$ cat src/hdl/mem_defines.svh
`ifndef MEM_DEFINES_SVH
`define MEM_DEFINES_SVH

// Processor byte address and data word
`define ADDR_W 16
`define WORD_W 16

// Address split: tag [15:11], index [10:3], word offset [2:1], bit 0 zero
`define OFFSET_W 2
`define INDEX_W 8
`define TAG_W 5

// Cache geometry
`define LINES 256
`define WORDS 4

// Main memory, one bank per word of a line
`define BANKS 4
// Read latency, also the busy time of a bank after any access
`define MEM_LAT 3

`endif

$ cat src/hdl/mem_pkg.sv
`include "mem_defines.svh"

package mem_pkg;

   // Controller states
   typedef enum logic [2:0] {
      IDLE,
      COMPARE,
      WRITE_BACK,
      FILL,
      MERGE,
      RESPOND
   } ctrl_state_t;

   // Address fields
   typedef logic [`TAG_W-1:0] tag_t;
   typedef logic [`INDEX_W-1:0] index_t;
   typedef logic [`OFFSET_W-1:0] offset_t;

   // One data word
   typedef logic [`WORD_W-1:0] word_t;

endpackage

$ cat src/hdl/cache_ctrl.sv
`timescale 1ns/1ps
`include "mem_defines.svh"

module cache_ctrl (
   input  logic clk,
   input  logic rst,
   // Processor side
   input  logic rd,
   input  logic wr,
   input  logic [`ADDR_W-1:0] addr,
   input  mem_pkg::word_t data_in,
   output mem_pkg::word_t data_out,
   output logic done,
   output logic hit,
   output logic busy,
   output logic err,
   // Cache array control
   output logic arr_en,
   output logic arr_write,
   output mem_pkg::index_t arr_index,
   output mem_pkg::offset_t arr_offset,
   output mem_pkg::word_t arr_wdata,
   output logic arr_tag_wr,
   output mem_pkg::tag_t arr_wtag,
   output logic arr_set_dirty,
   output logic arr_clr_dirty,
   // Cache array returns
   input  mem_pkg::tag_t rd_tag,
   input  logic rd_valid,
   input  logic rd_dirty,
   input  mem_pkg::word_t rd_word,
   input  mem_pkg::word_t [`WORDS-1:0] rd_line,
   // Main memory
   output logic mem_rd,
   output logic mem_wr,
   output logic [`ADDR_W-1:0] mem_addr,
   output mem_pkg::word_t mem_wdata,
   input  logic mem_stall,
   input  logic mem_rvalid,
   input  mem_pkg::word_t mem_rdata
);

   mem_pkg::ctrl_state_t state;
   mem_pkg::ctrl_state_t next_state;

   // Latched request
   logic req_wr;
   mem_pkg::tag_t req_tag;
   mem_pkg::index_t req_index;
   mem_pkg::offset_t req_offset;
   mem_pkg::word_t req_data;

   // Word counters: issued transfers and fill returns
   logic [`OFFSET_W:0] wcnt;
   mem_pkg::offset_t wsel;
   mem_pkg::offset_t rcnt;

   logic req_ok;
   logic req_bad;
   logic tag_match;
   logic xfer;
   logic hit_q;
   logic err_q;
   mem_pkg::word_t data_q;

   // Exactly one strobe on an even address
   assign req_ok  = (rd ^ wr) && !addr[0];
   assign req_bad = (rd || wr) && ((rd && wr) || addr[0]);

   assign tag_match = rd_valid && (rd_tag == req_tag);
   assign wsel      = wcnt[`OFFSET_W-1:0];
   // Memory took the transfer this cycle
   assign xfer      = (mem_rd || mem_wr) && !mem_stall;

   always_ff @(posedge clk) begin
      if (rst) begin
         state <= mem_pkg::IDLE;
         wcnt  <= '0;
         rcnt  <= '0;
         hit_q <= 1'b0;
         err_q <= 1'b0;
      end else begin
         state <= next_state;
         // Rejected strobes only flag err, and only when idle
         err_q <= (state == mem_pkg::IDLE) && req_bad;
         if (state == mem_pkg::COMPARE) begin
            hit_q <= tag_match;
            wcnt  <= '0;
            rcnt  <= '0;
         end
         if (state == mem_pkg::WRITE_BACK && xfer) begin
            // Restart the count for the fill reads
            wcnt <= (wcnt == `WORDS - 1) ? '0 : wcnt + 1'b1;
         end
         if (state == mem_pkg::FILL) begin
            if (xfer) begin
               wcnt <= wcnt + 1'b1;
            end
            if (mem_rvalid) begin
               rcnt <= rcnt + 1'b1;
            end
         end
      end
   end

   // Request payload
   always_ff @(posedge clk) begin
      if (state == mem_pkg::IDLE && req_ok) begin
         req_wr     <= wr;
         req_tag    <= addr[`ADDR_W-1 -: `TAG_W];
         req_index  <= addr[`OFFSET_W+1 +: `INDEX_W];
         req_offset <= addr[1 +: `OFFSET_W];
         req_data   <= data_in;
      end
   end

   // Keep the requested word as it comes back from memory
   always_ff @(posedge clk) begin
      if (state == mem_pkg::FILL && mem_rvalid && rcnt == req_offset) begin
         data_q <= mem_rdata;
      end
   end

   always_comb begin
      next_state = state;
      case (state)
         mem_pkg::IDLE: begin
            if (req_ok) begin
               next_state = mem_pkg::COMPARE;
            end
         end
         mem_pkg::COMPARE: begin
            if (tag_match) begin
               next_state = mem_pkg::IDLE;
            end else if (rd_valid && rd_dirty) begin
               next_state = mem_pkg::WRITE_BACK;
            end else begin
               next_state = mem_pkg::FILL;
            end
         end
         mem_pkg::WRITE_BACK: begin
            if (xfer && wcnt == `WORDS - 1) begin
               next_state = mem_pkg::FILL;
            end
         end
         mem_pkg::FILL: begin
            // Last return installed, writes still owe the merge
            if (mem_rvalid && rcnt == `WORDS - 1) begin
               next_state = req_wr ? mem_pkg::MERGE : mem_pkg::RESPOND;
            end
         end
         mem_pkg::MERGE: next_state = mem_pkg::RESPOND;
         mem_pkg::RESPOND: next_state = mem_pkg::IDLE;
         default: next_state = mem_pkg::IDLE;
      endcase
   end

   always_comb begin
      arr_en        = 1'b0;
      arr_write     = 1'b0;
      arr_index     = req_index;
      arr_offset    = req_offset;
      arr_wdata     = req_data;
      arr_tag_wr    = 1'b0;
      arr_wtag      = req_tag;
      arr_set_dirty = 1'b0;
      arr_clr_dirty = 1'b0;
      mem_rd        = 1'b0;
      mem_wr        = 1'b0;
      mem_addr      = {req_tag, req_index, wsel, 1'b0};
      mem_wdata     = rd_line[wsel];
      case (state)
         mem_pkg::IDLE: begin
            // Look up straight from the strobe so a hit answers next cycle
            arr_en     = req_ok;
            arr_index  = addr[`OFFSET_W+1 +: `INDEX_W];
            arr_offset = addr[1 +: `OFFSET_W];
         end
         mem_pkg::COMPARE: begin
            if (tag_match && req_wr) begin
               arr_en        = 1'b1;
               arr_write     = 1'b1;
               arr_set_dirty = 1'b1;
            end
         end
         mem_pkg::WRITE_BACK: begin
            // Old line still sits on the array outputs
            mem_wr   = 1'b1;
            mem_addr = {rd_tag, req_index, wsel, 1'b0};
         end
         mem_pkg::FILL: begin
            mem_rd = !wcnt[`OFFSET_W];
            if (mem_rvalid) begin
               arr_en        = 1'b1;
               arr_write     = 1'b1;
               arr_offset    = rcnt;
               arr_wdata     = mem_rdata;
               arr_tag_wr    = 1'b1;
               arr_clr_dirty = 1'b1;
            end
         end
         mem_pkg::MERGE: begin
            arr_en        = 1'b1;
            arr_write     = 1'b1;
            arr_set_dirty = 1'b1;
         end
         default: begin
         end
      endcase
   end

   // Hits answer from COMPARE, misses from RESPOND
   assign busy     = (state != mem_pkg::IDLE);
   assign done     = ((state == mem_pkg::COMPARE) && tag_match) || (state == mem_pkg::RESPOND);
   assign hit      = (state == mem_pkg::COMPARE) ? tag_match : hit_q;
   assign data_out = (state == mem_pkg::COMPARE) ? rd_word : data_q;
   assign err      = err_q;

endmodule

$ cat config.mk
export PLATFORM = sky130hd
export DESIGN_NAME = cache_ctrl
export DESIGN_NICKNAME = d
export VERILOG_FILES = /design/src/hdl/mem_pkg.sv /design/src/hdl/cache_ctrl.sv
export VERILOG_INCLUDE_DIRS = /design/src /design/src/hdl
export SDC_FILE = /design/constraint.sdc
export NUM_CORES = 1
export LEC_CHECK = 0
export BUFFER_PORTS_ARGS = -buffer_cell sky130_fd_sc_hd__buf_2
export CAP_MARGIN = 10
export CORE_MARGIN = 2
export CORE_UTILIZATION = 30
export CTS_BUF_LIST = sky130_fd_sc_hd__clkbuf_8
export CTS_CLUSTER_SIZE = 40
export DETAILED_ROUTE_END_ITERATION = 8
export PLACE_DENSITY = 0.6
export SYNTH_ARGS = -nofsm -noshare
export SYNTH_HDL_FRONTEND = slang
export SYNTH_SLANG_ARGS = --single-unit
$ cat constraint.sdc
create_clock -name clk -period 3 [get_ports clk]
set_clock_uncertainty 0.05 [all_clocks]
set_input_delay 0.3 -clock clk [delete_from_list [all_inputs] [get_ports clk]]
set_output_delay 0.3 -clock clk [all_outputs]
set_load 0.005 [all_outputs]
==> results of run 1 <==
-- stage by stage --
stage	hold slack, ns	setup WS, ns	utilization (%)	total power, mW
2_1_floorplan	0.3489	0.2190	-	1.712
3_3_place_gp	0.4025	0.6458	43.23	2.210
3_5_place_dp	0.4147	0.5855	43.23	2.225
4_1_cts	0.07155	0.1981	45.01	2.915
5_1_grt	0.06340	0.1091	45.03	3.082
6_report	0.09322	0.3120	45.03	2.868
-- timing repair --
action	in CTS	in global routing
gates resized for setup	0	2
hold endpoints to repair	0	0
endpoints found under the setup margin	0	2
-- worst max-delay path by stage --
stage	startpoint	end	cells past startpoint
final	state[0]$_SDFFE_PP0P_	arr_offset[1]	6
after global routing	state[0]$_SDFFE_PP0P_	arr_offset[1]	6
after CTS	state[0]$_SDFFE_PP0P_	arr_offset[1]	6
after detailed placement	state[0]$_SDFFE_PP0P_	arr_offset[1]	6
after global placement	state[0]$_SDFFE_PP0P_	arr_offset[1]	6
after floorplan	state[0]$_SDFFE_PP0P_	arr_wtag[0]$_DFFE_PP_	5
-- layer usage --
layer  share of wire, %  GRT usage, %
met4               0.75         5.220
met1                 40         18.71
met3                5.3         2.119
met2                 54         29.42
met5                  0             0
-- final cells by class --
type	instances	area (um^2)	area share, %
Sequential cell	58	1642	35.00
Multi-Input combinational cell	223	1466	31.26
Timing Repair Buffer	236	1199	25.55
Tap cell	136	170.2	3.628
Clock buffer	9	123.9	2.641
Clock inverter	7	61.31	1.307
Inverter	7	28.78	0.6135
-- logic make-up (layout without fill, tap and decap cells) --
logic type / count (synthesis) / count (layout)
other cells: 1 / 1
compound gates: 21 / 21
buf+inv: 28 / 259
flops: 58 / 58
simple gates: 166 / 166
xor+xnor: 7 / 7
mux: 22 / 22
fa+ha+maj: 6 / 6
-- flip-flops by register name (all words and copies together) (netlist names), 2 cells and up --
register	cells
data_q	16
req_data	16
req_index	8
arr_wtag	5
state	3
wcnt	3
rcnt	2
req_offset	2
-- cell usage in the layout, fill, tap and decap left out, drive strengths merged, types with 2 or more instances in the layout --
cell type | Yosys | routed
nor3b | 4 | 4
a22oi | 4 | 4
edfxtp | 48 | 48
xor2 | 6 | 6
a21oi | 6 | 6
ha | 6 | 6
nand2 | 128 | 128
nor3 | 2 | 2
nor4 | 2 | 2
clkinv | 0 | 5
o21ai | 2 | 2
nor2 | 10 | 10
inv | 7 | 8
nand3 | 9 | 9
nor2b | 2 | 2
mux2 | 5 | 5
a32o | 2 | 2
buf | 17 | 236
mux4 | 16 | 16
dfxtp | 10 | 10
nand2b | 4 | 4
a211oi | 2 | 2
clkbuf | 4 | 9
-- worst max-delay path, cell delays in order, from the launching register on --
cell and delay [ns]:
dfxtp_1 0.59, nor2b_2 0.30, nand3_1 0.41, inv_4 0.39, a22oi_1 0.14, nand2_1 0.08
buf_2 0.11
-- power by group --
part           leakage, nW  total, mW  switching, mW  internal (mW)
clock network        0.102      0.678          0.304          0.374
logic                 1.66       1.14          0.600          0.541
registers            0.521       1.05         0.0809          0.968
total                 2.28       2.87          0.984           1.88
==> reports/qor.yml, run 1 <==
critical_path:
  crit_type: "reg2out"
  worstPathRequired_ns: 2.65
  critical_path.max_fanout: 24
  reg2reg_depth: 5
  rr_startpoint: "state[0]$_SDFFE_PP0P_"
  r2r_slack_ns: 0.54
  r2r_end: "data_q[0]$_DFFE_PP_"
  critPathLaunchType: "flop"
  critPathCaptureType: "primary output"
  worstPathArrival_ns: 2.34
sta:
  max_freq_mhz: 372.0
  setup_viol: 0
  slew_headroom_pct: 52.15
  worst_pin_slew_ns: 0.7177
  hold_viol_final: 0
  tns_ns: 0
  rsz0062_at_grt: "no"
  finalCritPeriodShare_pct: 89.60
  final.min_clock_period_ns: 2.688
  drv_slew: 0
cts:
  clk_latency_ns: 0.33
  clock_path_buffers: 2
  clkSinkCount: 58
  cts_tree: "built"
  clockRootBuffer: "clkbuf_8"
  postCtsSetupBuffers: 0
  numCtsBuffers: 9
  cts_hold_buf: 0
  htreeDepth: 3
  clk_pin_slew_ns: 0.07
die:
  dieHeight_um: 107.9
  fp.dieArea_mm2: 0.01164
  core_mm2: 0.01042
  initial_core_util_pct: 31.10
  ios: 231
  num_rows: 37
  die_width_um: 107.9
synth:
  synthTopCellsByCount: "nand2_1, edfxtp_1, mux4_2"
  synth_simple_gate_area_share_pct: 22.79
  syn_area_mm2: 0.003239
  muxShareOfSynthArea_pct: 13.17
  synthCells: 309
  ys_types: 43
  synth_top_family_by_area: "simple AND/OR/NAND/NOR gates"
  yosysSeqAreaShare_pct: 50.68
  ys_top_cells_by_area: "edfxtp_1, nand2_1, mux4_2"
  synth-async-reset-ratio_pct: 0
  synth_area_leader_cell: "edfxtp_1"
  yosysMostFrequentCell: "nand2_1"
  synth_edf_count: 48
  synth_xor_xnor_area_share_pct: 1.893
  synth_compound_area_share_pct: 4.596
  yosys.area_share.adder_pct: 2.317
  synth-seq-cells: 58
  avgSynthCellArea_um2: 10.48
  synth_top_area_share_pct: 44.50
  synth_ff_type: "edfxtp_1"
  yosysWarnings: 0
  syn_nets: 456
layout:
  drive_gt1_share_pct: 51.85
  fill_cells: 1016
  fin_cells: 676
  n_antenna_cell: 0
  final_cell_area_mm2: 0.004691
  area_growth_pct: 44.80
  layout.nets: 682
global_route:
  antenna_found_initial: 0
  grt_pass1_vias: 3053
  grt_usage_pct: 15.84
  globalRoute.totalOverflow: 0
  grt_max_degree: 25
  grt_first_pass_wirelength_um: 14310
detailed_routing:
  postRouteAntennaNets: 0
  dr.pass1.iters: 6
  drtIter0Drc: 150
  drc: 0
  avgRoutedWirePerCell_um: 14.36
  routed_wl_um: 9705
  via_count: 3106
  drt-vias-per-instance: 4.595
outcome:
  status: "finished, final reports clean"
placement:
  gp_congestion: 0.7941
  io_buffers: 229
  dp.cells: 660
  place_area_mm2: 0.004503
  dp.final_hpwl_um: 7838
pwr:
  ir_drop_uv: 299.9
  p_leak_nw: 2.279
  p_per_area_mw_per_mm2: 611.3
worst_hold_path:
  hold_depth: 1
  holdCritStartpoint: "addr[13]"
  worstHoldPathType: "in2reg"
  min_to: "arr_wtag[2]$_DFFE_PP_"
run:
  cap_violations: 0
Power figures use the tool's default switching activity.
==> run 2: changes to the inputs <==
--- a/config.mk
+++ b/config.mk
@@ -6,13 +6,15 @@
 export SDC_FILE = /design/constraint.sdc
 export NUM_CORES = 1
 export LEC_CHECK = 0
-export BUFFER_PORTS_ARGS = -buffer_cell sky130_fd_sc_hd__buf_2
+export BUFFER_PORTS_ARGS = -buffer_cell sky130_fd_sc_hd__buf_4
 export CAP_MARGIN = 10
+export CORE_ASPECT_RATIO = 1.4
 export CORE_MARGIN = 2
 export CORE_UTILIZATION = 30
 export CTS_BUF_LIST = sky130_fd_sc_hd__clkbuf_8
 export CTS_CLUSTER_SIZE = 40
 export DETAILED_ROUTE_END_ITERATION = 8
+export HOLD_SLACK_MARGIN = 0.02
 export PLACE_DENSITY = 0.6
 export SYNTH_ARGS = -nofsm -noshare
 export SYNTH_HDL_FRONTEND = slang
==> run 2 against run 1 <==
  * Final cell count increased by 0.30%
  * Fmax shrank 1.6%
  * Global-route usage up 2.1 points
  * Combinational power up 20%
  * Non-clock buffer count rose by 1
  * Core utilization increased by 5.5 points
  * Register-to-register slack improved by 0.22 ns
  * Clock power is 12% higher
  * Die area up 0.10%
  * Critical path type unchanged
  * Critical endpoint unchanged
  * Largest cell class is now buffers
  * Highest routed layer unchanged
==> reports/qor.yml, run 2 (synthesized netlist as in run 1, its figures left out) <==
cts:
  clock_path_buffers: 2
  cts_hold_buf: 0
  postCtsSetupBuffers: 0
  clockRootBuffer: "clkbuf_8"
  htreeDepth: 3
  numCtsBuffers: 9
  clk_latency_ns: 0.33
  clk_pin_slew_ns: 0.06
  clkSinkCount: 58
  cts_resized: 0
  cts_tree: "built"
layout:
  drive_gt1_share_pct: 52.04
  layout.nets: 683
  layout_commonest_cell: "buf_4"
  n_antenna_cell: 0
  mostFrequentLayoutCells: "buf_4, nand2_1, edfxtp_1"
  area_growth_pct: 63.31
  top_regs: "data_q x16, req_data x16, req_index x8"
critical_path:
  worstPathArrival_ns: 2.38
  worstPathRequired_ns: 2.65
  crit_type: "reg2out"
  reg2reg_depth: 4
  critPathLaunchType: "flop"
  critical_path.max_fanout: 24
  critPathCaptureType: "primary output"
detailed_routing:
  routed_wl_um: 10550
  drtIter0Drc: 117
  postRouteAntennaNets: 0
  drt-vias-per-instance: 4.586
  dr.pass1.iters: 4
  via_count: 3109
  drc: 0
  avgRoutedWirePerCell_um: 15.56
sta:
  worst_pin_slew_ns: 0.7086
  hold_viol_final: 0
  setup_viol: 0
  final.min_clock_period_ns: 2.732
  fin_hold_ws_ns: 0.09209
  tns_ns: 0
  drv_slew: 0
  slew_headroom_pct: 52.76
  rsz0062_at_grt: "no"
  max_freq_mhz: 366.0
  finalCritPeriodShare_pct: 91.07
die:
  die_width_um: 91.82
  num_rows: 44
  dieHeight_um: 127.0
  core_mm2: 0.01046
  initial_core_util_pct: 30.97
  ios: 231
  fp.dieArea_mm2: 0.01166
pwr:
  ir_drop_uv: 371.1
  p_per_area_mw_per_mm2: 600.0
  p_leak_nw: 2.474
global_route:
  grt_pass1_vias: 3224
  antenna_found_initial: 0
  globalRoute.totalOverflow: 0
  grt_usage_pct: 17.97
  grt_first_pass_wirelength_um: 16380
  grt_max_degree: 25
worst_hold_path:
  worstHoldPathType: "in2reg"
  hold_depth: 1
outcome:
  status: "finished, final reports clean"
placement:
  gp_congestion: 0.8125
  io_buffers: 229
  dp.final_hpwl_um: 8566
run:
  cap_violations: 0
[run 2: changes by cell type in the layout (fill, tap and decap cells not counted)]
cell,delta
buf_4,+230
buf_2,-229
bufinv_16,+1
clkinv_2,-1
inv_1,-1
nor2_2,+1
nor2_4,-1
[run 2: routing by layer]
layer  part of all wire [%]  track usage [%]  vias to the layer above  wire, um
li1                       -                -                     1526         -
met1                     36            19.51                     1413      3825
met2                     54            33.22                      161      5682
met3                    8.5            5.166                        9       897
met4                    1.4            5.970                        0       146
met5                      0                0                        -         0
[run 2: power by group]
group / internal (mW) / switching [mW]
logic: 0.741 / 0.624
registers: 0.968 / 0.0785
clock network: 0.458 / 0.304
[run 2: path summary, 6_finish.rpt]
check	start	endpoint	slack, ns
worst min-delay path	data_in[0]	req_data[0]$_DFFE_PP_	0.09
worst max register to register	state[0]$_SDFFE_PP0P_	data_q[9]$_DFFE_PP_	0.76
worst min register to register	hit_q$_SDFF_PP0_	hit_q$_SDFF_PP0_	0.41
worst max-delay path	state[0]$_SDFFE_PP0P_	arr_offset[1]	0.27
[run 2: cell type report]
type	count	area, um^2
clock inverters	6	82.58
inverters	7	28.78
clock buffers	9	123.9
multi-input cells	223	1461
flip-flops and latches	58	1642
repair buffers	237	1779
fillers	1001	5170
well taps	138	172.7
[run 2: per-stage QoR]
step                      util (%)  power, mW  area [um^2]  std cells  worst slack (ns)
after floorplan                  -      1.712         3239        309            0.2190
after global placement       48.58      2.435         5081        663            0.6449
after detailed placement     48.58      2.447         5081        663            0.5254
after CTS                    50.55      3.217         5288        678            0.1282
after global routing         50.57      3.376         5290        678           0.06526
final                        50.57      3.174         5290        678            0.2680
[run 2: worst max-delay path: stages, from the launching register on]
cell	delay (ns)
dfxtp_1	0.61
nor2b_2	0.29
nand3_1	0.42
inv_4	0.40
a22oi_1	0.14
nand2_1	0.08
buf_4	0.11
==> run 3: changes to the inputs <==
==> constraint.sdc (replaced) <==
create_clock -name clk -period 3 [get_ports clk]
set_clock_uncertainty 0.05 [all_clocks]
set_input_delay 0.3 -clock clk [delete_from_list [all_inputs] [get_ports clk]]
set_output_delay 0.3 -clock clk [all_outputs]
set_load 0.01 [all_outputs]
==> run 3 against run 2 <==
  * Sequential share of layout area decreased by 0.42 points
  * Wire length about the same
  * Clock power increased by 34%
  * Die area unchanged
  * Total power increased by 12%
  * Critical path depth increased by 1
  * Cell area increased by 1.4%
  * Sequential power about the same
  * Via count about the same
  * Final cell count increased by 0.15%
  * Register-to-register slack improved by 0.22 ns
  * Largest cell class unchanged
==> reports/qor.yml, run 3 (synthesized netlist as in run 1, its figures left out) <==
placement:
  gp_congestion: 0.7875
  io_buffers: 229
  dp.final_hpwl_um: 8590
sta:
  hold_viol_final: 0
  rsz0062_at_grt: "no"
  tns_ns: 0
  slew_headroom_pct: 53.80
  worst_pin_slew_ns: 0.6930
  final.min_clock_period_ns: 2.598
  max_freq_mhz: 384.9
  fin_hold_ws_ns: 0.08761
  drv_slew: 0
  finalCritPeriodShare_pct: 86.61
  setup_viol: 0
pwr:
  clkPwrFrac_pct: 28.7
  internal-power_mw: 2.433
  ir_drop_uv: 487.5
  switchingPower_mw: 1.122
  p_per_area_mw_per_mm2: 662.9
  combPwrFrac_pct: 42.0
  p_leak_nw: 2.514
  p_sw_share_pct: 31.57
  power.share.sequential_pct: 29.4
global_route:
  grt_first_pass_wirelength_um: 16110
  met3_usage_pct: 4.632
  grt_pass1_vias: 3180
  globalRoute.totalOverflow: 0
  met1_usage_pct: 18.87
  grt_usage_pct: 17.82
  grtUsageMet2_pct: 33.22
  grt_max_degree: 25
  grt-busiest-layer: "met2"
  antenna_found_initial: 0
critical_path:
  cp.depth: 7
  crit_end: "arr_offset[1]"
  critical-path-top-delay-family: "buffers and inverters"
  critical_path.max_fanout: 24
  r2r_slack_ns: 0.98
  crit_type: "reg2out"
  r2r_end: "req_data[0]$_DFFE_PP_"
  worstPathArrival_ns: 2.25
  reg2reg_depth: 5
  startpoint: "state[0]$_SDFFE_PP0P_"
  path_common_cell: "buf_4"
  cp_num_buf_inv: 3
  cp_cell_sequence: "nor2b_2 > nand3_1 > buf_4 > inv_2 > a22oi_1 > nand2_1 > buf_4"
  critPathCaptureType: "primary output"
  worstPathRequired_ns: 2.65
  cpPeakStageDelay_ns: 0.58
  rr_startpoint: "state[1]$_SDFFE_PP0P_"
  worst_path_max_delay_cell: "dfxtp_1"
  critPathLaunchType: "flop"
cts:
  numCtsBuffers: 9
  cts_resized: 0
  cts_hold_buf: 0
  clk_pin_slew_ns: 0.07
  cts_tree: "built"
  clk_latency_ns: 0.33
  clkSinkCount: 58
  clock_path_buffers: 2
  postCtsSetupBuffers: 0
  htreeDepth: 3
  clockRootBuffer: "clkbuf_8"
layout:
  area_growth_pct: 65.55
  layout.nets: 683
  top_regs: "data_q x16, req_data x16, req_index x8"
  layout_commonest_cell: "buf_4"
  n_antenna_cell: 0
  drive_gt1_share_pct: 51.94
  mostFrequentLayoutCells: "buf_4, nand2_1, edfxtp_1"
die:
  dieHeight_um: 127.0
  num_rows: 44
  fp.dieArea_mm2: 0.01166
  die_width_um: 91.82
  initial_core_util_pct: 30.97
  ios: 231
  core_mm2: 0.01046
detailed_routing:
  drtIter0Drc: 215
  avgRoutedWirePerCell_um: 15.55
  routed_wl_um: 10560
  dr.pass1.iters: 4
  via_count: 3110
  drc: 0
  postRouteAntennaNets: 0
  drt-vias-per-instance: 4.580
outcome:
  status: "finished, final reports clean"
worst_hold_path:
  worstHoldPathType: "in2reg"
run:
  cap_violations: 0
-- run 3: changes by cell type in the layout (fill, tap and decap cells not counted), sizes merged --
cell    change
bufinv      +3
clkinv      -4
inv         +2
-- run 3: power groups by stage --
stage	logic, mW	registers (mW)	clock network, mW
5_1_grt	1.63	1.06	1.07
3_3_place_gp	1.50	1.06	0
4_1_cts	1.52	1.04	1.04
6_report	1.49	1.04	1.02
2_1_floorplan	0.791	1.04	0
3_5_place_dp	1.51	1.06	0
-- run 3: per-stage QoR --
step	cells	util (%)	setup WS [ns]	power (mW)	area, um^2
final	679	51.27	0.4017	3.555	5363
after detailed placement	663	48.58	0.7567	2.567	5081
after global placement	663	48.58	0.8228	2.557	5081
after floorplan	309	-	0.2060	1.827	3239
after global routing	679	51.27	0.1893	3.761	5363
after CTS	679	51.27	0.3491	3.605	5363
-- run 3: worst register-to-register path: cells and delay by family (launching register included) --
family                 cells  cell delay, ns
and+or+nand+nor            2            0.44
DFF                        1            0.46
buffers and inverters      3            0.75
-- run 3: how the worst min path moves through the flow --
stage / startpoint / to / cells after the start
2_1_floorplan: addr[11] / arr_wtag[0]$_DFFE_PP_ / 0
3_3_place_gp: hit_q$_SDFF_PP0_ / hit_q$_SDFF_PP0_ / 2
3_5_place_dp: hit_q$_SDFF_PP0_ / hit_q$_SDFF_PP0_ / 2
4_1_cts: data_in[1] / req_data[1]$_DFFE_PP_ / 1
5_1_grt: data_in[11] / req_data[11]$_DFFE_PP_ / 1
6_report: data_in[15] / req_data[15]$_DFFE_PP_ / 1
-- run 3: area by class of cell --
cell class | instances | area [um^2]
clock buffers | 9 | 123.9
clock inverters | 7 | 157.7
fillers | 986 | 5097
inverters | 7 | 26.28
multi-input cells | 223 | 1461
flip-flops and latches | 58 | 1642
well taps | 138 | 172.7
repair buffers | 237 | 1779
-- run 3: metal layers --
layer | vias to the layer above | share of wire [%]
met5 | - | 0
met4 | 0 | 2.1
met3 | 15 | 8.5
met2 | 168 | 53
met1 | 1398 | 36
li1 | 1529 | -
